## config.mk

```make
export PLATFORM = sky130hd
export DESIGN_NAME = game_loader
export DESIGN_NICKNAME = d
export VERILOG_FILES = /design/src/logic/ines_header_pkg.sv /design/src/logic/nes_memmap_pkg.sv /design/src/logic/byte_counter.sv /design/src/logic/game_loader.sv /design/src/logic/ines_header_decoder.sv /design/src/logic/load_sequencer.sv /design/src/logic/mem_write_stager.sv
export SDC_FILE = /design/constraint.sdc
export NUM_CORES = 1
export LEC_CHECK = 0
export BUFFER_PORTS_ARGS = -buffer_cell sky130_fd_sc_hd__buf_2
export CORE_ASPECT_RATIO = 1.25
export CORE_UTILIZATION = 25
export DETAILED_ROUTE_END_ITERATION = 6
export PLACE_DENSITY = 0.41
export SLEW_MARGIN = 10
export SYNTH_ARGS = -nofsm -noshare
export SYNTH_HDL_FRONTEND = slang
export SYNTH_HIERARCHICAL = 1
export SYNTH_SLANG_ARGS = --single-unit
export TNS_END_PERCENT = 20
```

## constraint.sdc

```tcl
create_clock -name clk -period 12.5 [get_ports clk]
set_clock_uncertainty 0.1 [all_clocks]
set_input_delay 2.5 -clock clk [delete_from_list [all_inputs] [get_ports clk]]
set_output_delay 2.5 -clock clk [all_outputs]
set_load 0.02 [all_outputs]
```

## src/logic/ines_header_pkg.sv

```systemverilog
/*
 * iNES header package
 * Header layout, the console's mapper-flags word and the loader states
 */
`default_nettype none

package ines_header_pkg;

	localparam int INES_HEADER_BYTES = 16;
	localparam int PRG_PAGE_BYTES = 16384;
	localparam int CHR_PAGE_BYTES = 8192;
	localparam logic [31:0] INES_MAGIC = 32'h4E45_531A; // "NES" then 1A

	// Size codes are log2 of the page count, rounded up
	localparam int SIZE_CODE_W = 3;
	localparam logic [SIZE_CODE_W-1:0] SIZE_CODE_MAX = 3'd7;

	typedef struct packed {
		logic [31:0] magic;
		logic [7:0] prg_pages; // 16 KB units
		logic [7:0] chr_pages; // 8 KB units, zero means CHR RAM
		logic [7:0] flags6;
		logic [7:0] flags7;
		logic [7:0] byte8; // NES 2.0 submapper and mapper high bits
		logic [9:15][7:0] byte9_15;
	} ines_fields_t;

	// Byte 0 sits in the top byte of the word in both views
	typedef union packed {
		logic [0:INES_HEADER_BYTES-1][7:0] bytes;
		ines_fields_t fields;
	} ines_header_t;

	typedef struct packed {
		logic [7:0] submapper;
		logic four_screen;
		logic chr_ram;
		logic mirroring; // 1 = vertical
		logic [SIZE_CODE_W-1:0] chr_size;
		logic [SIZE_CODE_W-1:0] prg_size;
		logic [7:0] mapper;
	} mapper_flags_t;

	typedef enum logic [2:0] {
		LOAD_HEADER,
		LOAD_PRG,
		LOAD_CHR,
		LOAD_DONE,
		LOAD_ERROR
	} load_state_t;

endpackage

`default_nettype wire

```

## src/logic/nes_memmap_pkg.sv

```systemverilog
/*
 * Cartridge memory map package
 * Region bases, memory slot spacing and the write bundle
 */
`default_nettype none

package nes_memmap_pkg;

	localparam int MEM_ADDR_W = 22;

	localparam logic [MEM_ADDR_W-1:0] PRG_BASE = 22'h00_0000;
	localparam logic [MEM_ADDR_W-1:0] CHR_BASE = 22'h20_0000; // Upper half of cart memory

	// Console memory accepts one access every fourth clock
	localparam int SLOT_PERIOD = 4;
	localparam int SLOT_PHASE_W = 2;

	typedef struct packed {
		logic valid;
		logic [MEM_ADDR_W-1:0] addr;
		logic [7:0] data;
	} mem_wr_t;

	typedef enum logic [1:0] {
		REGION_NONE,
		REGION_PRG,
		REGION_CHR
	} load_region_t;

endpackage

`default_nettype wire

```

## src/logic/byte_counter.sv

```systemverilog
/*
 * Region byte counter
 * Remaining bytes and next memory address of the region being loaded
 */
`default_nettype none

module byte_counter (
	input  logic clk,
	input  logic reset_nes,
	input  logic region_load,
	input  nes_memmap_pkg::load_region_t region,
	input  logic [nes_memmap_pkg::MEM_ADDR_W-1:0] region_bytes,
	input  logic data_accept,
	output logic count_zero,
	output logic [nes_memmap_pkg::MEM_ADDR_W-1:0] addr
);
	import nes_memmap_pkg::*;

	logic [MEM_ADDR_W-1:0] count;
	logic [MEM_ADDR_W-1:0] region_base;

	always_comb begin
		case (region)
			REGION_CHR: region_base = CHR_BASE;
			REGION_PRG: region_base = PRG_BASE;
			default: region_base = PRG_BASE;
		endcase
	end

	assign count_zero = (count == '0);

	always_ff @(posedge clk) begin
		if (reset_nes) begin
			count <= '0;
			addr <= PRG_BASE;
		end else if (region_load) begin
			count <= region_bytes;
			addr <= region_base;
		end else if (data_accept) begin
			count <= count - 1'b1;
			addr <= addr + 1'b1; // Address of the following byte
		end
	end

	// The sequencer must close a region before the count underflows
	a_no_underflow: assert property (@(posedge clk) disable iff (reset_nes)
		data_accept |-> count != '0);

endmodule

`default_nettype wire

```

## src/logic/game_loader.sv

```systemverilog
/*
 * Game loader top level
 * Streams an iNES image into cartridge memory and decodes its mapper flags
 */
`default_nettype none

module game_loader (
	input  logic clk,
	input  logic reset_nes,
	input  logic [7:0] in_byte,
	input  logic in_valid,
	input  logic invert_mirroring,
	output nes_memmap_pkg::mem_wr_t mem_wr,
	output ines_header_pkg::mapper_flags_t mapper_flags,
	output logic busy,
	output logic done,
	output logic error
);
	import nes_memmap_pkg::*;

	logic header_write;
	logic [3:0] header_index;
	logic header_valid;
	logic [MEM_ADDR_W-1:0] prg_bytes;
	logic [MEM_ADDR_W-1:0] chr_bytes;
	logic [MEM_ADDR_W-1:0] region_bytes;
	logic [MEM_ADDR_W-1:0] addr;
	logic region_load;
	load_region_t region;
	logic data_accept;
	logic count_zero;

	load_sequencer load_sequencer_inst (
		.clk(clk),
		.reset_nes(reset_nes),
		.in_valid(in_valid),
		.header_valid(header_valid),
		.prg_bytes(prg_bytes),
		.chr_bytes(chr_bytes),
		.count_zero(count_zero),
		.header_write(header_write),
		.header_index(header_index),
		.region_load(region_load),
		.region(region),
		.region_bytes(region_bytes),
		.data_accept(data_accept),
		.busy(busy),
		.done(done),
		.error(error)
	);

	byte_counter byte_counter_inst (
		.clk(clk),
		.reset_nes(reset_nes),
		.region_load(region_load),
		.region(region),
		.region_bytes(region_bytes),
		.data_accept(data_accept),
		.count_zero(count_zero),
		.addr(addr)
	);

	ines_header_decoder ines_header_decoder_inst (
		.clk(clk),
		.reset_nes(reset_nes),
		.header_write(header_write),
		.header_index(header_index),
		.in_byte(in_byte),
		.invert_mirroring(invert_mirroring),
		.header_valid(header_valid),
		.prg_bytes(prg_bytes),
		.chr_bytes(chr_bytes),
		.mapper_flags(mapper_flags)
	);

	mem_write_stager mem_write_stager_inst (
		.clk(clk),
		.reset_nes(reset_nes),
		.data_accept(data_accept),
		.addr(addr),
		.in_byte(in_byte),
		.mem_wr(mem_wr)
	);

endmodule

`default_nettype wire

```

## src/logic/ines_header_decoder.sv

```systemverilog
/*
 * iNES header decoder
 * Stores the 16 header bytes, checks them and builds the mapper flags
 */
`default_nettype none

module ines_header_decoder (
	input  logic clk,
	input  logic reset_nes,
	input  logic header_write,
	input  logic [3:0] header_index,
	input  logic [7:0] in_byte,
	input  logic invert_mirroring,
	output logic header_valid,
	output logic [nes_memmap_pkg::MEM_ADDR_W-1:0] prg_bytes,
	output logic [nes_memmap_pkg::MEM_ADDR_W-1:0] chr_bytes,
	output ines_header_pkg::mapper_flags_t mapper_flags
);
	import ines_header_pkg::*;
	import nes_memmap_pkg::*;

	ines_header_t header;
	logic is_nes20;
	logic is_dirty;

	// Smallest k with pages <= 2^k, capped at the top code
	function automatic logic [SIZE_CODE_W-1:0] size_code(input logic [7:0] pages);
		logic [SIZE_CODE_W-1:0] code;
		code = SIZE_CODE_MAX;
		for (int k = SIZE_CODE_MAX - 1; k >= 0; k--) begin
			if ({1'b0, pages} <= (9'd1 << k))
				code = SIZE_CODE_W'(k);
		end
		return code;
	endfunction

	// Cleared so the console sees neutral flags before any header arrives
	always_ff @(posedge clk) begin
		if (reset_nes)
			header <= '0;
		else if (header_write)
			header.bytes[header_index] <= in_byte;
	end

	// Trainers are not supported
	assign header_valid = (header.fields.magic == INES_MAGIC) && !header.fields.flags6[2];

	assign prg_bytes = MEM_ADDR_W'(header.fields.prg_pages) * MEM_ADDR_W'(PRG_PAGE_BYTES);
	assign chr_bytes = MEM_ADDR_W'(header.fields.chr_pages) * MEM_ADDR_W'(CHR_PAGE_BYTES);

	assign is_nes20 = (header.fields.flags7[3:2] == 2'b10);

	// Old dumps often carry junk in the tail bytes
	assign is_dirty = !is_nes20 &&
		((header.fields.byte9_15[9][7:1] != '0) || (header.fields.byte9_15[10:15] != '0));

	always_comb begin
		mapper_flags.submapper = is_nes20 ? header.fields.byte8 : 8'h00;
		mapper_flags.four_screen = header.fields.flags6[3];
		mapper_flags.chr_ram = (header.fields.chr_pages == 8'h00);
		mapper_flags.mirroring = header.fields.flags6[0] ^ invert_mirroring;
		mapper_flags.chr_size = size_code(header.fields.chr_pages);
		mapper_flags.prg_size = size_code(header.fields.prg_pages);
		mapper_flags.mapper[7:4] = is_dirty ? 4'h0 : header.fields.flags7[7:4];
		mapper_flags.mapper[3:0] = header.fields.flags6[7:4]; // Low nibble
	end

endmodule

`default_nettype wire

```

## src/logic/load_sequencer.sv

```systemverilog
/*
 * Load sequencer
 * Walks header, PRG and CHR regions of the image and owns the status flags
 */
`default_nettype none

module load_sequencer (
	input  logic clk,
	input  logic reset_nes,
	input  logic in_valid,
	input  logic header_valid,
	input  logic [nes_memmap_pkg::MEM_ADDR_W-1:0] prg_bytes,
	input  logic [nes_memmap_pkg::MEM_ADDR_W-1:0] chr_bytes,
	input  logic count_zero,
	output logic header_write,
	output logic [3:0] header_index,
	output logic region_load,
	output nes_memmap_pkg::load_region_t region,
	output logic [nes_memmap_pkg::MEM_ADDR_W-1:0] region_bytes,
	output logic data_accept,
	output logic busy,
	output logic done,
	output logic error
);
	import ines_header_pkg::*;
	import nes_memmap_pkg::*;

	load_state_t state;
	logic header_last;

	assign header_write = in_valid && (state == LOAD_HEADER);
	assign header_last = header_write && (header_index == 4'(INES_HEADER_BYTES - 1));

	assign data_accept = in_valid && (state == LOAD_PRG || state == LOAD_CHR);

	// Region start loads the counter on the same edge as the state change
	always_comb begin
		region_load = 1'b0;
		region = REGION_NONE;
		region_bytes = '0;
		if (header_last && header_valid) begin
			region_load = 1'b1;
			region = REGION_PRG;
			region_bytes = prg_bytes;
		end else if (state == LOAD_PRG && count_zero) begin
			region_load = 1'b1;
			region = REGION_CHR;
			region_bytes = chr_bytes;
		end
	end

	always_ff @(posedge clk) begin
		if (reset_nes) begin
			state <= LOAD_HEADER;
			header_index <= '0;
			busy <= 1'b0;
			done <= 1'b0;
			error <= 1'b0;
		end else begin
			if (header_write)
				header_index <= header_index + 1'b1;

			case (state)
				LOAD_HEADER: begin
					if (header_last) begin
						busy <= 1'b1;
						state <= header_valid ? LOAD_PRG : LOAD_ERROR;
					end
				end
				LOAD_PRG: begin
					if (count_zero)
						state <= LOAD_CHR;
				end
				LOAD_CHR: begin
					if (count_zero)
						state <= LOAD_DONE;
				end
				LOAD_DONE: begin // Sticky until reset
					done <= 1'b1;
					busy <= 1'b0;
				end
				LOAD_ERROR: begin
					done <= 1'b1;
					error <= 1'b1;
					busy <= 1'b0;
				end
				default: state <= LOAD_ERROR;
			endcase
		end
	end

	a_state_legal: assert property (@(posedge clk) disable iff (reset_nes)
		state inside {LOAD_HEADER, LOAD_PRG, LOAD_CHR, LOAD_DONE, LOAD_ERROR});

	a_done_not_busy: assert property (@(posedge clk) disable iff (reset_nes)
		!(done && busy));

endmodule

`default_nettype wire

```

## src/logic/mem_write_stager.sv

```systemverilog
/*
 * Memory write stager
 * Holds one loader write and releases it on the console memory slot
 */
`default_nettype none

module mem_write_stager (
	input  logic clk,
	input  logic reset_nes,
	input  logic data_accept,
	input  logic [nes_memmap_pkg::MEM_ADDR_W-1:0] addr,
	input  logic [7:0] in_byte,
	output nes_memmap_pkg::mem_wr_t mem_wr
);
	import nes_memmap_pkg::*;

	logic [SLOT_PHASE_W-1:0] slot_phase;
	logic slot_open;
	logic pending;
	logic [MEM_ADDR_W-1:0] pend_addr;
	logic [7:0] pend_data;

	assign slot_open = (slot_phase == SLOT_PHASE_W'(SLOT_PERIOD - 1));

	always_ff @(posedge clk) begin
		if (reset_nes) begin
			slot_phase <= '0;
			pending <= 1'b0;
		end else begin
			slot_phase <= slot_open ? '0 : slot_phase + 1'b1; // Free running
			if (data_accept)
				pending <= 1'b1; // New byte wins over the one leaving now
			else if (slot_open)
				pending <= 1'b0;
		end
	end

	always_ff @(posedge clk) begin
		if (data_accept) begin
			pend_addr <= addr;
			pend_data <= in_byte;
		end
	end

	always_comb begin
		mem_wr.valid = pending && slot_open;
		mem_wr.addr = pend_addr;
		mem_wr.data = pend_data;
	end

	// Every accepted byte leaves within one slot period
	a_issue_on_slot: assert property (@(posedge clk) disable iff (reset_nes)
		data_accept |=> ##[0:SLOT_PERIOD-1] mem_wr.valid);

	// Source pacing must not overrun the one-deep holding register
	a_no_overrun: assert property (@(posedge clk) disable iff (reset_nes)
		data_accept |-> (!pending || mem_wr.valid));

endmodule

`default_nettype wire

```

==> results of run 1 <==
## worst paths after layout
| check | startpoint | endpoint |
|---|---|---|
| setup reg to reg | ines_header_decoder_inst/header[74]$_SDFFE_PP0P_ | byte_counter_inst/count[13]$_SDFFE_PP0P_ |
| setup / recovery | in_valid | byte_counter_inst/count[13]$_SDFFE_PP0P_ |
| hold / removal | mem_write_stager_inst/slot_phase[0]$_SDFF_PP0_ | mem_write_stager_inst/slot_phase[0]$_SDFF_PP0_ |
| hold reg to reg | mem_write_stager_inst/slot_phase[0]$_SDFF_PP0_ | mem_write_stager_inst/slot_phase[0]$_SDFF_PP0_ |
## power by group through the flow
stage / Sequential (mW) / Clock (mW) / Combinational [mW]
final: 0.699 / 0.728 / 0.0496
after global routing: 0.699 / 0.782 / 0.0552
after CTS: 0.698 / 0.754 / 0.0511
after detailed placement: 0.713 / 0 / 0.0509
after global placement: 0.713 / 0 / 0.0507
after floorplan: 0.711 / 0 / 0.0429
## cells in the mapped netlist (9+ instances only)
master    count  area (um2)
dfxtp_1     181        3620
nor2_1      163         612
mux2i_1     112        1120
buf_4        50         375
nand2_1      40         150
a21oi_1      37         185
clkbuf_1     33         124
edfxtp_1     30         901
nor4_1       23         144
or3_1        23         144
a22o_2       22         220
nand3_1      18        90.1
xnor2_1      17         149
inv_1        16        60.1
nor3_1       15        75.1
o21ai_0      15        75.1
and2_1       13        81.3
a311oi_1     11        96.3
buf_2        11        55.1
nand4_1      11        68.8
nand2b_1     10        62.6
or4_1         9        67.6
## logic make-up after synthesis
family          share of synthesized area [%]
simple gates                             20.6
other cells                            0.0392
flops                                    47.3
fa+ha+maj                               0.523
compound gates                           9.72
buf+inv                                  7.78
mux                                      11.8
xor+xnor                                 2.20
## sequential cells by signal, indices dropped and copies added, names as in the netlist, 2 cells and up
| name | count |
|---|---|
| mem_write_stager_inst/pend_addr | 22 |
| load_sequencer_inst/header_index | 4 |
| load_sequencer_inst/state | 3 |
| byte_counter_inst/count | 22 |
| mem_write_stager_inst/pend_data | 8 |
| mem_write_stager_inst/slot_phase | 2 |
| ines_header_decoder_inst/header | 124 |
| byte_counter_inst/addr | 22 |
## cell type report
| cell class | instances | area (um2) |
|---|---|---|
| Clock buffer | 31 | 689 |
| Clock inverter | 17 | 144 |
| Fill cell | 3968 | 26700 |
| Inverter | 16 | 60.1 |
| Multi-Input combinational cell | 669 | 4410 |
| Sequential cell | 211 | 4520 |
| Tap cell | 486 | 608 |
| Timing Repair Buffer | 73 | 375 |
## worst max-delay path: cells and delay by family
kind,cells,cell delay [ns]
and+or+nand+nor,3,1.87
buffers and inverters,2,1.04
AOI/OAI and AO/OA,2,0.51
## metal layers
| metal | wire [um] | GRT usage, % | vias to the layer above | part of all wire [%] |
|---|---|---|---|---|
| li1 | - | - | 3442 | - |
| met1 | 10900 | 15.0 | 3291 | 47 |
| met2 | 10900 | 20.3 | 97 | 47 |
| met3 | 720 | 1.68 | 27 | 3.1 |
| met4 | 494 | 3.65 | 0 | 2.2 |
| met5 | 0 | 0 | - | 0 |
==> impl_results.rst, run 1 <==
.. list-table::
   :header-rows: 1

   * - Metric
     - Value
   * - Total net switching power
     - 336 uW
   * - Detailed Routing Iterations Pass 1
     - 4
   * - Pin count of the biggest net entering global routing
     - 83
   * - Width of the die
     - 177 um
   * - Classification of the worst-slack hold path
     - flip-flop to flip-flop
   * - CORE AREA
     - 37,500 um2
   * - Number of cells traversed by the worst register-to-register path
     - 9
   * - Ratio of cells with drive above 1 in the final layout
     - 15.7%
   * - Hold depth
     - 1
   * - Setup slack at placement
     - 6.45 ns
   * - Final wirelength
     - 23.0 mm
   * - Vias in the first global route
     - 6,647
   * - Required arrival time at the worst endpoint
     - 12.75 ns
   * - Type of the setup path with the least slack
     - input port to flip-flop
   * - Internal Power
     - 1.14 mW
   * - Clock tree from TritonCTS
     - built
   * - Net count reported at finish
     - 1,013
   * - Total standard cell area after synthesis
     - 9560 um2
   * - Sw frac
     - 22.8%
   * - Startpoint types
     - input port
   * - Remaining routing DRC violations
     - 0
   * - Number of antenna violations at the first check in global routing
     - 0
   * - Overflow after GRT
     - 0
   * - Clk buf depth
     - 3
   * - Diode insertion count for antenna repair
     - 0
   * - Max-slew headroom at the worst pin
     - 25.4%
   * - Combinational fraction of design power
     - 3.4%
   * - Worst reg-to-reg setup slack
     - 7.90 ns
   * - Min setup slack post-route
     - 6.81 ns
   * - Share of total power in sequential cells
     - 47.3%
   * - H-tree Lvls
     - 1
   * - Sort of element at the end of the critical path
     - flip-flop
   * - Clock latency on the worst-skew pair
     - 0.53 ns
   * - Number of DRC violations after detailed-routing iteration 0
     - 334
   * - Number of buffers added by the clock tree synthesis step
     - 26
   * - Placement Rows
     - 79
   * - Initial cell density of the core
     - 25.5%
   * - Antenna Violating Nets Remaining
     - 0
   * - Final setup violation count
     - 0
   * - Number of cells after detailed placement
     - 1,455
   * - Placement-stage cell area
     - 9970 um2
   * - Top Ports
     - 71
   * - Post-Synthesis Cells
     - 975
   * - DR vias/cell
     - 4.56
   * - Layout area overhead
     - 13.0%
   * - Final Cycle Share
     - 45.6%
   * - Maximum resistive drop on vdd
     - 0.0882 mV
   * - Unrepaired setup endpoints after global routing
     - false
   * - Synth cell types
     - 74
   * - Setup TNS after final layout
     - 0 ns
   * - Fin cells
     - 1,503
   * - First-pass GRT wire length
     - 36.8 mm
   * - Total clock sinks
     - 211
   * - Final critical-path required period
     - 5.69 ns
   * - Die outline area
     - 39,000 um2
   * - Count of flip-flops with a built-in enable after synthesis
     - 30
   * - Design area
     - 10,800 um2
   * - Power Dens Cells
     - 137 nW/um2
   * - Critical path peak fanout
     - 39
   * - Final Hold Violating Endpoints
     - 0
   * - Half-perimeter wire length of the detailed placement result
     - 14.2 mm
   * - Total of flip-flops plus latches after synthesis
     - 211
   * - Critical path, cell by cell
     - buf_2 -> nor4b_4 -> and2_1 -> or2_2 -> clkinv_1 -> o211ai_1 -> a31oi_1
   * - CTS Hold Bufs
     - 0
   * - Synthesized area divided by synthesized cell count
     - 9.81 um2
   * - Highest-count cells in the layout ignoring fill and taps
     - 181 x dfxtp_1, 163 x nor2_1, 112 x mux2i_1, 69 x buf_2, 40 x nand2_1
   * - Number of cells upsized or downsized after cts
     - 0
   * - Result of the run
     - complete, no violations
   * - Root buffer selected by CTS
     - clkbuf_16
   * - Overall power
     - 1.48 mW
   * - IO Port Bufs
     - 70
   * - Portion of the post-synthesis area used by sequential elements
     - 47.3%
   * - Last weighted congestion value of the routability-driven placer
     - 0.711
   * - Slowest cell on the critical path
     - clkinv_1
   * - Delay contributed by the slowest stage of the critical path
     - 0.94 ns
   * - Arrival time of the worst setup path
     - 5.95 ns
   * - Worst slew pin tran
     - 1.11 ns
   * - Die Height
     - 221 um
   * - Commonest register cell after synthesis
     - dfxtp_1
   * - Clock-pin slew of the registers on the worst-case setup and hold paths
     - 0.06 ns
   * - Setup fix buffers added after clock tree synthesis
     - 0
   * - FMAX
     - 176 MHz
   * - Yosys warnings
     - 6
   * - Total number of vias
     - 6,857
   * - Clock network power share
     - 49.3%
   * - Final Max Tran Viols
     - 0
   * - GRT Util Overall
     - 11.8%
   * - Share of synthesized flip-flops with an asynchronous set or reset
     - 0%
   * - Routed WL per cell
     - 15.3 um
   * - Commonest non-fill, non-tap cell in the layout
     - dfxtp_1
   * - Final cell utilization of the core
     - 28.9%
   * - Leakage
     - 4.39 nW
   * - Max-cap violations
     - 0
   * - Post-Route Hold Slack
     - 0.321 ns
Note: power is estimated with default switching activity, not from simulation.
==> run 2: changes to the inputs <==
- ABC_AREA: default -> 1
- PLACE_DENSITY: 0.41 -> 0.42
- clock period: 12.5 -> 5.2 ns (I/O delays scaled with it)
==> run 2 against run 1 <==
  * Critical path depth is 12 higher
  * Register-to-register slack got worse by 6.1 ns
  * Global-route usage rose by 0.51 points
  * Total power grew to 3.7 times the previous value
  * Wire length up 12%
  * Count of clock-buffer cells in the layout rose by 11
==> impl_results.rst, run 2 <==
.. list-table::
   :header-rows: 1

   * - Metric
     - Value
   * - Max-cap violations
     - 0 (unchanged)
   * - Width of the die
     - 182 um (+3.0%)
   * - IO Port Bufs
     - 70 (unchanged)
   * - Post-Synthesis Cells
     - 1,362 (+40%)
   * - Result of the run
     - complete, no violations
   * - Power Dens Cells
     - 469 nW/um2 (+240%)
   * - Die outline area
     - 41,500 um2 (+6.2%)
   * - Setup slack at placement
     - 1.72 ns (-4.73 ns)
   * - Hold depth
     - 1 (unchanged)
   * - Critical Path Most Common Cell
     - inv_1
   * - WP buf/inv
     - 5 (+3)
   * - Top Ports
     - 71 (unchanged)
   * - Overall power
     - 5.42 mW (+270%)
   * - Critical path, cell by cell
     - inv_1 -> ha_1 -> inv_1 -> nor2_2 -> nand3_1 -> or2_1 -> nor4_1 -> inv_1 -> o21ai_0 -> inv_2 -> nand2_8 -> nand2_4 -> nor2_4 -> nand2_4 -> nor2_8 -> inv_2 -> nor2_2 -> nand2_1 -> a21oi_1
   * - Ratio of cells with drive above 1 in the final layout
     - 15.5% (-0.20 points)
   * - Total standard cell area after synthesis
     - 10,200 um2 (+6.3%)
   * - FMAX
     - 293 MHz
   * - Clk buf depth
     - 3 (unchanged)
   * - Worst reg-to-reg setup slack
     - 1.79 ns (-6.11 ns)
   * - Clock latency on the worst-skew pair
     - 0.53 ns (about the same)
   * - Sort of element at the end of the critical path
     - flip-flop
   * - Root buffer selected by CTS
     - clkbuf_16
   * - Clock-pin slew of the registers on the worst-case setup and hold paths
     - 0.06 ns (about the same)
   * - Synth cell types
     - 50 (-32%)
   * - Delay contributed by the slowest stage of the critical path
     - 0.41 ns (-0.53 ns)
   * - Startpoint types
     - flip-flop
   * - Commonest register cell after synthesis
     - dfxtp_1
   * - Endpoint of the worst-slack reg-to-reg timing path
     - byte_counter_inst/addr[14]$_SDFFE_PP0P_
   * - Maximum resistive drop on vdd
     - 0.216 mV (+150%)
   * - Routed WL per cell
     - 13.2 um (-14%)
   * - Commonest non-fill, non-tap cell in the layout
     - nand2_1
   * - Pin count of the biggest net entering global routing
     - 89 (+7.2%)
   * - Total number of vias
     - 8,354 (+22%)
   * - First-pass GRT wire length
     - 40.9 mm (+11%)
   * - Cells taking the most area after synthesis
     - dfxtp_1 36%, nand2_1 13%, edfxtp_1 8.9%, a21oi_1 6.5%, nor2_1 6.4%
   * - Type of the setup path with the least slack
     - flip-flop to flip-flop
   * - Setup TNS after final layout
     - 0 ns (unchanged)
   * - Overflow after GRT
     - 0 (unchanged)
   * - Top cells by count, synth
     - 340 x nand2_1, 181 x dfxtp_1, 174 x nor2_1
   * - Diode insertion count for antenna repair
     - 0 (unchanged)
   * - Classification of the worst-slack hold path
     - flip-flop to flip-flop
   * - Largest Register
     - ines_header_decoder_inst/header
   * - Min setup slack post-route
     - 1.79 ns (-5.02 ns)
   * - Slowest cell on the critical path
     - o21ai_0
   * - Worst slew pin tran
     - 1.10 ns (-0.0137 ns)
   * - Vias in the first global route
     - 7,602 (+14%)
   * - Die Height
     - 227 um (+3.1%)
   * - Net count reported at finish
     - 1,406 (+39%)
   * - Number of antenna violations at the first check in global routing
     - 0 (unchanged)
   * - Clock tree from TritonCTS
     - built
   * - Startpoint of the lowest-slack register-to-register path
     - byte_counter_inst/count[0]$_SDFFE_PP0P_
   * - Most area-hungry cell type in the Yosys netlist
     - dfxtp_1
   * - Antenna Violating Nets Remaining
     - 0 (unchanged)
   * - Leakage
     - 4.69 nW (+6.8%)
   * - Max-slew headroom at the worst pin
     - 26.8% (+1.4 points)
   * - Number of DRC violations after detailed-routing iteration 0
     - 448 (+34%)
   * - Final critical-path required period
     - 3.41 ns
   * - CP delay by family, top
     - simple AND/OR/NAND/NOR gates
   * - Setup fix buffers added after clock tree synthesis
     - 0 (unchanged)
   * - Critical path peak fanout
     - 25 (-36%)
   * - Total clock sinks
     - 211 (unchanged)
   * - Total of flip-flops plus latches after synthesis
     - 211 (unchanged)
   * - Required arrival time at the worst endpoint
     - 5.57 ns (-7.18 ns)
   * - Final Max Tran Viols
     - 0 (unchanged)
   * - Share of synthesized flip-flops with an asynchronous set or reset
     - 0% (unchanged)
   * - Max reg flops
     - 124 (unchanged)
   * - Last weighted congestion value of the routability-driven placer
     - 0.816 (+15%)
   * - Yosys warnings
     - 6 (unchanged)
   * - Layout area overhead
     - 13.5%
   * - CORE AREA
     - 40,100 um2 (+7.1%)
   * - Final wirelength
     - 25.8 mm (+12%)
   * - Initial cell density of the core
     - 25.3% (-0.19 points)
   * - Number of cells upsized or downsized after cts
     - 0 (unchanged)
   * - Number of cells traversed by the worst register-to-register path
     - 19 (+10)
   * - Fin cells
     - 1,956 (+30%)
   * - DR vias/cell
     - 4.27 (-6.4%)
   * - Origin of the worst min-delay path
     - mem_write_stager_inst/slot_phase[0]$_SDFF_PP0_
   * - H-tree Lvls
     - 1 (unchanged)
   * - Placement Rows
     - 82 (+3.8%)
   * - GRT Util Overall
     - 12.3% (+0.51 points)
   * - Number of buffers added by the clock tree synthesis step
     - 26 (unchanged)
   * - Count of flip-flops with a built-in enable after synthesis
     - 30 (unchanged)
   * - Share of Yosys cell area claimed by the top area cell type
     - 35.7% (-2.2 points)
   * - Most common cell in the netlist
     - nand2_1
   * - Half-perimeter wire length of the detailed placement result
     - 16.6 mm (+16%)
   * - CTS Hold Bufs
     - 0 (unchanged)
   * - Highest-count cells in the layout ignoring fill and taps
     - 340 x nand2_1, 181 x dfxtp_1, 174 x nor2_1, 131 x a21oi_1, 120 x inv_1
   * - Number of cells after detailed placement
     - 1,908 (+31%)
   * - Final setup violation count
     - 0 (unchanged)
   * - Unrepaired setup endpoints after global routing
     - false
   * - Hold Crit Endpoint
     - mem_write_stager_inst/slot_phase[0]$_SDFF_PP0_
   * - Synthesized area divided by synthesized cell count
     - 7.46 um2 (-24%)
   * - Detailed Routing Iterations Pass 1
     - 5 (+1)
   * - Final Hold Violating Endpoints
     - 0 (unchanged)
   * - Arrival time of the worst setup path
     - 3.78 ns (-2.17 ns)
   * - Remaining routing DRC violations
     - 0 (unchanged)
   * - Final Cycle Share
     - 65.7%
   * - Portion of the post-synthesis area used by sequential elements
     - 44.5% (-2.8 points)
==> run 2: changes by cell type after synthesis, sizes merged, moves of 17 or more <==
cell | previous run | this run
a211oi | 6 | 36
a21oi | 38 | 132
a22o | 22 | 0
inv | 16 | 141
mux2i | 112 | 0
nand2 | 40 | 371
nand3 | 19 | 45
nor2 | 163 | 198
nor4 | 27 | 3
o21ai | 21 | 45
or3 | 23 | 0
xnor2 | 17 | 0
==> run 2: worst max-delay path by stage <==
stage                                       startpoint  depth (start not counted)  slack [ns]                                      end
6_report       byte_counter_inst/count[0]$_SDFFE_PP0P_                         19        1.79  byte_counter_inst/addr[14]$_SDFFE_PP0P_
5_1_grt        byte_counter_inst/count[0]$_SDFFE_PP0P_                         19        1.39  byte_counter_inst/addr[20]$_SDFFE_PP0P_
4_1_cts        byte_counter_inst/count[0]$_SDFFE_PP0P_                         18        1.72  byte_counter_inst/addr[19]$_SDFFE_PP0P_
3_5_place_dp   byte_counter_inst/count[0]$_SDFFE_PP0P_                         18        1.72  byte_counter_inst/addr[19]$_SDFFE_PP0P_
3_3_place_gp   byte_counter_inst/count[0]$_SDFFE_PP0P_                         18        1.84  byte_counter_inst/addr[19]$_SDFFE_PP0P_
2_1_floorplan                                 in_valid                         11        1.20  byte_counter_inst/addr[20]$_SDFFE_PP0P_
==> run 2: layer usage <==
layer	GRT usage, %	routed length (um)	share of wire, %	vias up
li1	-	-	-	4399
met1	15.7	12000	47	3803
met2	21.8	12500	49	117
met3	1.55	803	3.1	35
met4	3.06	393	1.5	0
met5	0	0	0	-
==> run 2: metrics by stage <==
step | hold slack [ns] | cell area [um2] | utilization [%]
finish | 0.326 | 11500 | 28.8
global route | 0.342 | 11500 | 28.8
CTS | 0.323 | 11500 | 28.8
detailed placement | 0.315 | 10700 | 26.7
global placement | 0.306 | 10700 | 26.7
floorplan | 0.297 | 10300 | -
==> run 2: layout make-up <==
type	instances	area [um2]
clock buffer	42	801
clock inverter	6	43.8
fill	4408	28600
inverter	142	539
multi-input combinational	935	4570
sequential	211	4520
tap	546	683
timing repair buffer	74	383
==> run 2: cells by family after synthesis <==
group           count (synthesis)  synth area share (%)
flops                         211                  44.5
compound gates                238                  13.8
other cells                     1                0.0369
simple gates                  661                  29.1
xor+xnor                        4                 0.345
fa+ha+maj                       4                 0.492
buf+inv                       243                  11.7
==> run 2: power breakdown <==
part           switching, mW  internal, mW  total (mW)
logic                   1.13         0.499        1.62
clock network          0.708          1.05        1.76
registers              0.165          1.87        2.04
total                   2.00          3.42        5.42
==> run 3: changes to the inputs <==
- PLACE_DENSITY: 0.42 -> 0.41
- clock period: 5.2 -> 3.4 ns (I/O delays scaled with it)
==> run 3 against run 2 <==
  * Worst setup slack worse by 1.4 ns
  * Register-to-register slack got worse by 1.4 ns
  * Cell area grew 0.95%
  * Global-route usage hardly changed
  * Critical path depth shrank 1
  * Maximum frequency rose by 12%
  * Die area did not move
  * Clock power increased by 64%
  * Sequential share of layout area decreased by 0.37 points
  * Non-clock buffer count rose by 5
  * Largest cell class unchanged
==> impl_results.rst, run 3 (same netlist as run 2, synthesis figures left out) <==
.. list-table::
   :header-rows: 1

   * - Metric
     - Value
   * - Origin of the worst min-delay path
     - mem_write_stager_inst/slot_phase[0]$_SDFF_PP0_
   * - Antenna Violating Nets Remaining
     - 0 (unchanged)
   * - Hold depth
     - 1 (unchanged)
   * - Overall power
     - 8.51 mW (+57%)
   * - Critical path peak fanout
     - 18 (-28%)
   * - Overflow after GRT
     - 0 (unchanged)
   * - Ratio of cells with drive above 1 in the final layout
     - 16.2% (+0.63 points)
   * - Launch point of the worst path
     - byte_counter_inst/count[5]$_SDFFE_PP0P_
   * - Power Dens Cells
     - 730 nW/um2 (+56%)
   * - Clock latency on the worst-skew pair
     - 0.54 ns (about the same)
   * - Final Hold Violating Endpoints
     - 0 (unchanged)
   * - Vias in the first global route
     - 7,902 (+3.9%)
   * - Fin cells
     - 1,963 (+0.36%)
   * - Top Ports
     - 71 (unchanged)
   * - Number of cells traversed by the worst register-to-register path
     - 18 (-1)
   * - Final Cycle Share
     - 89.8% (+24 points)
   * - Sort of element at the end of the critical path
     - flip-flop
   * - Combinational fraction of design power
     - 29.6% (-0.4 points)
   * - Worst slew pin tran
     - 0.924 ns (-0.174 ns)
   * - FMAX
     - 328 MHz (+12%)
   * - Clock-pin slew of the registers on the worst-case setup and hold paths
     - 0.06 ns (about the same)
   * - Largest Register
     - ines_header_decoder_inst/header
   * - Final Max Tran Viols
     - 0 (unchanged)
   * - Number of buffers added by the clock tree synthesis step
     - 27 (+3.8%)
   * - Number of fill cells
     - 4,366 (-0.95%)
   * - Classification of the worst-slack hold path
     - flip-flop to flip-flop
   * - Clock tree from TritonCTS
     - built
   * - IO Port Bufs
     - 70 (unchanged)
   * - WP buf/inv
     - 2 (-3)
   * - Last weighted congestion value of the routability-driven placer
     - 0.788 (-3.5%)
   * - Type of the setup path with the least slack
     - flip-flop to flip-flop
   * - Max-cap violations
     - 0 (unchanged)
   * - Endpoint of the worst-slack reg-to-reg timing path
     - byte_counter_inst/addr[18]$_SDFFE_PP0P_
   * - Root buffer selected by CTS
     - clkbuf_16
   * - Unrepaired setup endpoints after global routing
     - false
   * - Total net switching power
     - 3.08 mW (+54%)
   * - Detailed Routing Iterations Pass 1
     - 5 (unchanged)
   * - Final critical-path required period
     - 3.05 ns (-0.363 ns)
   * - Post-Route Hold Slack
     - 0.328 ns (+0.00230 ns)
   * - Sw frac
     - 36.2% (-0.65 points)
   * - Remaining routing DRC violations
     - 0 (unchanged)
   * - Internal Power
     - 5.42 mW (+59%)
   * - Final wirelength
     - 25.6 mm (-0.50%)
   * - Layout area overhead
     - 14.6%
   * - Final cell utilization of the core
     - 29.0% (+0.27 points)
   * - Required arrival time at the worst endpoint
     - 3.78 ns (-1.79 ns)
   * - Clk buf depth
     - 3 (unchanged)
   * - Die outline area
     - 41,500 um2 (unchanged)
   * - Clock network power share
     - 33.9% (+1.5 points)
   * - Total clock sinks
     - 211 (unchanged)
   * - Number of antenna violations at the first check in global routing
     - 0 (unchanged)
   * - Max reg flops
     - 124 (unchanged)
   * - Delay contributed by the slowest stage of the critical path
     - 0.35 ns (-0.06 ns)
   * - Worst reg-to-reg setup slack
     - 0.35 ns (-1.44 ns)
   * - Hold Crit Endpoint
     - mem_write_stager_inst/slot_phase[0]$_SDFF_PP0_
   * - CORE AREA
     - 40,100 um2 (unchanged)
   * - Net count reported at finish
     - 1,412 (+0.43%)
   * - Final setup violation count
     - 0 (unchanged)
   * - First-pass GRT wire length
     - 41.1 mm (+0.61%)
   * - Startpoint of the lowest-slack register-to-register path
     - byte_counter_inst/count[5]$_SDFFE_PP0P_
   * - Result of the run
     - complete, no violations
   * - GRT Util Overall
     - 12.3% (about the same)
   * - Maximum resistive drop on vdd
     - 0.340 mV (+57%)
   * - Initial cell density of the core
     - 25.3% (unchanged)
   * - Routed WL per cell
     - 13.1 um (-0.85%)
   * - Diode insertion count for antenna repair
     - 0 (unchanged)
   * - Number of cells after detailed placement
     - 1,913 (+0.26%)
   * - Half-perimeter wire length of the detailed placement result
     - 16.7 mm (+0.98%)
   * - Max-slew headroom at the worst pin
     - 38.4% (+12 points)
   * - Total number of vias
     - 8,333 (-0.25%)
   * - Critical Path Most Common Cell
     - nand2_1
   * - Arrival time of the worst setup path
     - 3.43 ns (-0.35 ns)
   * - Slowest cell on the critical path
     - dfxtp_1
   * - CP delay by family, top
     - simple AND/OR/NAND/NOR gates
   * - Placement Rows
     - 82 (unchanged)
   * - CTS Hold Bufs
     - 0 (unchanged)
   * - Setup TNS after final layout
     - 0 ns (unchanged)
   * - Leakage
     - 4.75 nW (+1.3%)
   * - Startpoint types
     - flip-flop
   * - Critical path, cell by cell
     - nor2_1 -> nand2_1 -> nor2_2 -> nand3_1 -> or2_1 -> nor4_1 -> inv_1 -> o21ai_0 -> inv_2 -> nand2_8 -> nand2_4 -> nor2_4 -> nand2_4 -> nor2_8 -> nand4_1 -> nand2_1 -> nand2_1 -> nor2_1
   * - Width of the die
     - 182 um (unchanged)
   * - DR vias/cell
     - 4.25 (-0.61%)
   * - Share of total power in sequential cells
     - 36.5% (-1.1 points)
   * - H-tree Lvls
     - 1 (unchanged)
   * - Commonest non-fill, non-tap cell in the layout
     - nand2_1
   * - Die Height
     - 227 um (unchanged)
   * - Highest-count cells in the layout ignoring fill and taps
     - 340 x nand2_1, 181 x dfxtp_1, 173 x nor2_1, 131 x a21oi_1, 120 x inv_1
   * - Pin count of the biggest net entering global routing
     - 79 (-11%)
   * - Number of DRC violations after detailed-routing iteration 0
     - 414 (-7.6%)
-- run 3: power groups by stage --
stage	sequential, mW	clock (mW)	combinational [mW]
6_report	3.10	2.89	2.52
5_1_grt	3.15	3.09	2.92
4_1_cts	3.11	2.99	2.56
3_5_place_dp	3.16	0	2.55
3_3_place_gp	3.16	0	2.56
2_1_floorplan	3.23	0	1.82
-- run 3: per-stage QoR --
stage               setup WS (ns)  cell area [um2]
finish                      0.348            11600
global route               0.0307            11600
CTS                         0.200            11600
detailed placement          0.232            10700
global placement            0.263            10700
floorplan                   0.553            10300
-- run 3: per-layer routing --
layer	part of all wire (%)	wire length, um	global-route usage (%)
met3	3.3	838	1.76
met4	1.4	371	2.87
met2	48	12400	22.0
met5	0	0	0
met1	47	12100	15.5
-- run 3: worst max-delay path by stage --
stage | endpoint | cells after the start | slack [ns]
2_1_floorplan | byte_counter_inst/addr[20]$_SDFFE_PP0P_ | 11 | 0.55
3_3_place_gp | byte_counter_inst/addr[12]$_SDFFE_PP0P_ | 15 | 0.26
3_5_place_dp | byte_counter_inst/addr[10]$_SDFFE_PP0P_ | 14 | 0.23
4_1_cts | byte_counter_inst/addr[10]$_SDFFE_PP0P_ | 14 | 0.20
5_1_grt | byte_counter_inst/addr[20]$_SDFFE_PP0P_ | 18 | 0.03
6_report | byte_counter_inst/addr[18]$_SDFFE_PP0P_ | 18 | 0.35
-- run 3: layout make-up --
class                   instances  area (um2)  share of cell area (%)
clock buffers                  40         805                    6.91
clock inverters                10         110                   0.945
inverters                     142         539                    4.63
multi-input cells             935        4570                    39.2
flip-flops and latches        211        4520                    38.8
well taps                     546         683                    5.86
repair buffers                 79         420                    3.61
-- run 3: timing repair --
| action | 4_1_cts | 5_1_grt |
|---|---|---|
| resized for setup | 0 | 1 |
| setup endpoints to repair | 0 | 3 |
| setup buffers | 0 | 0 |
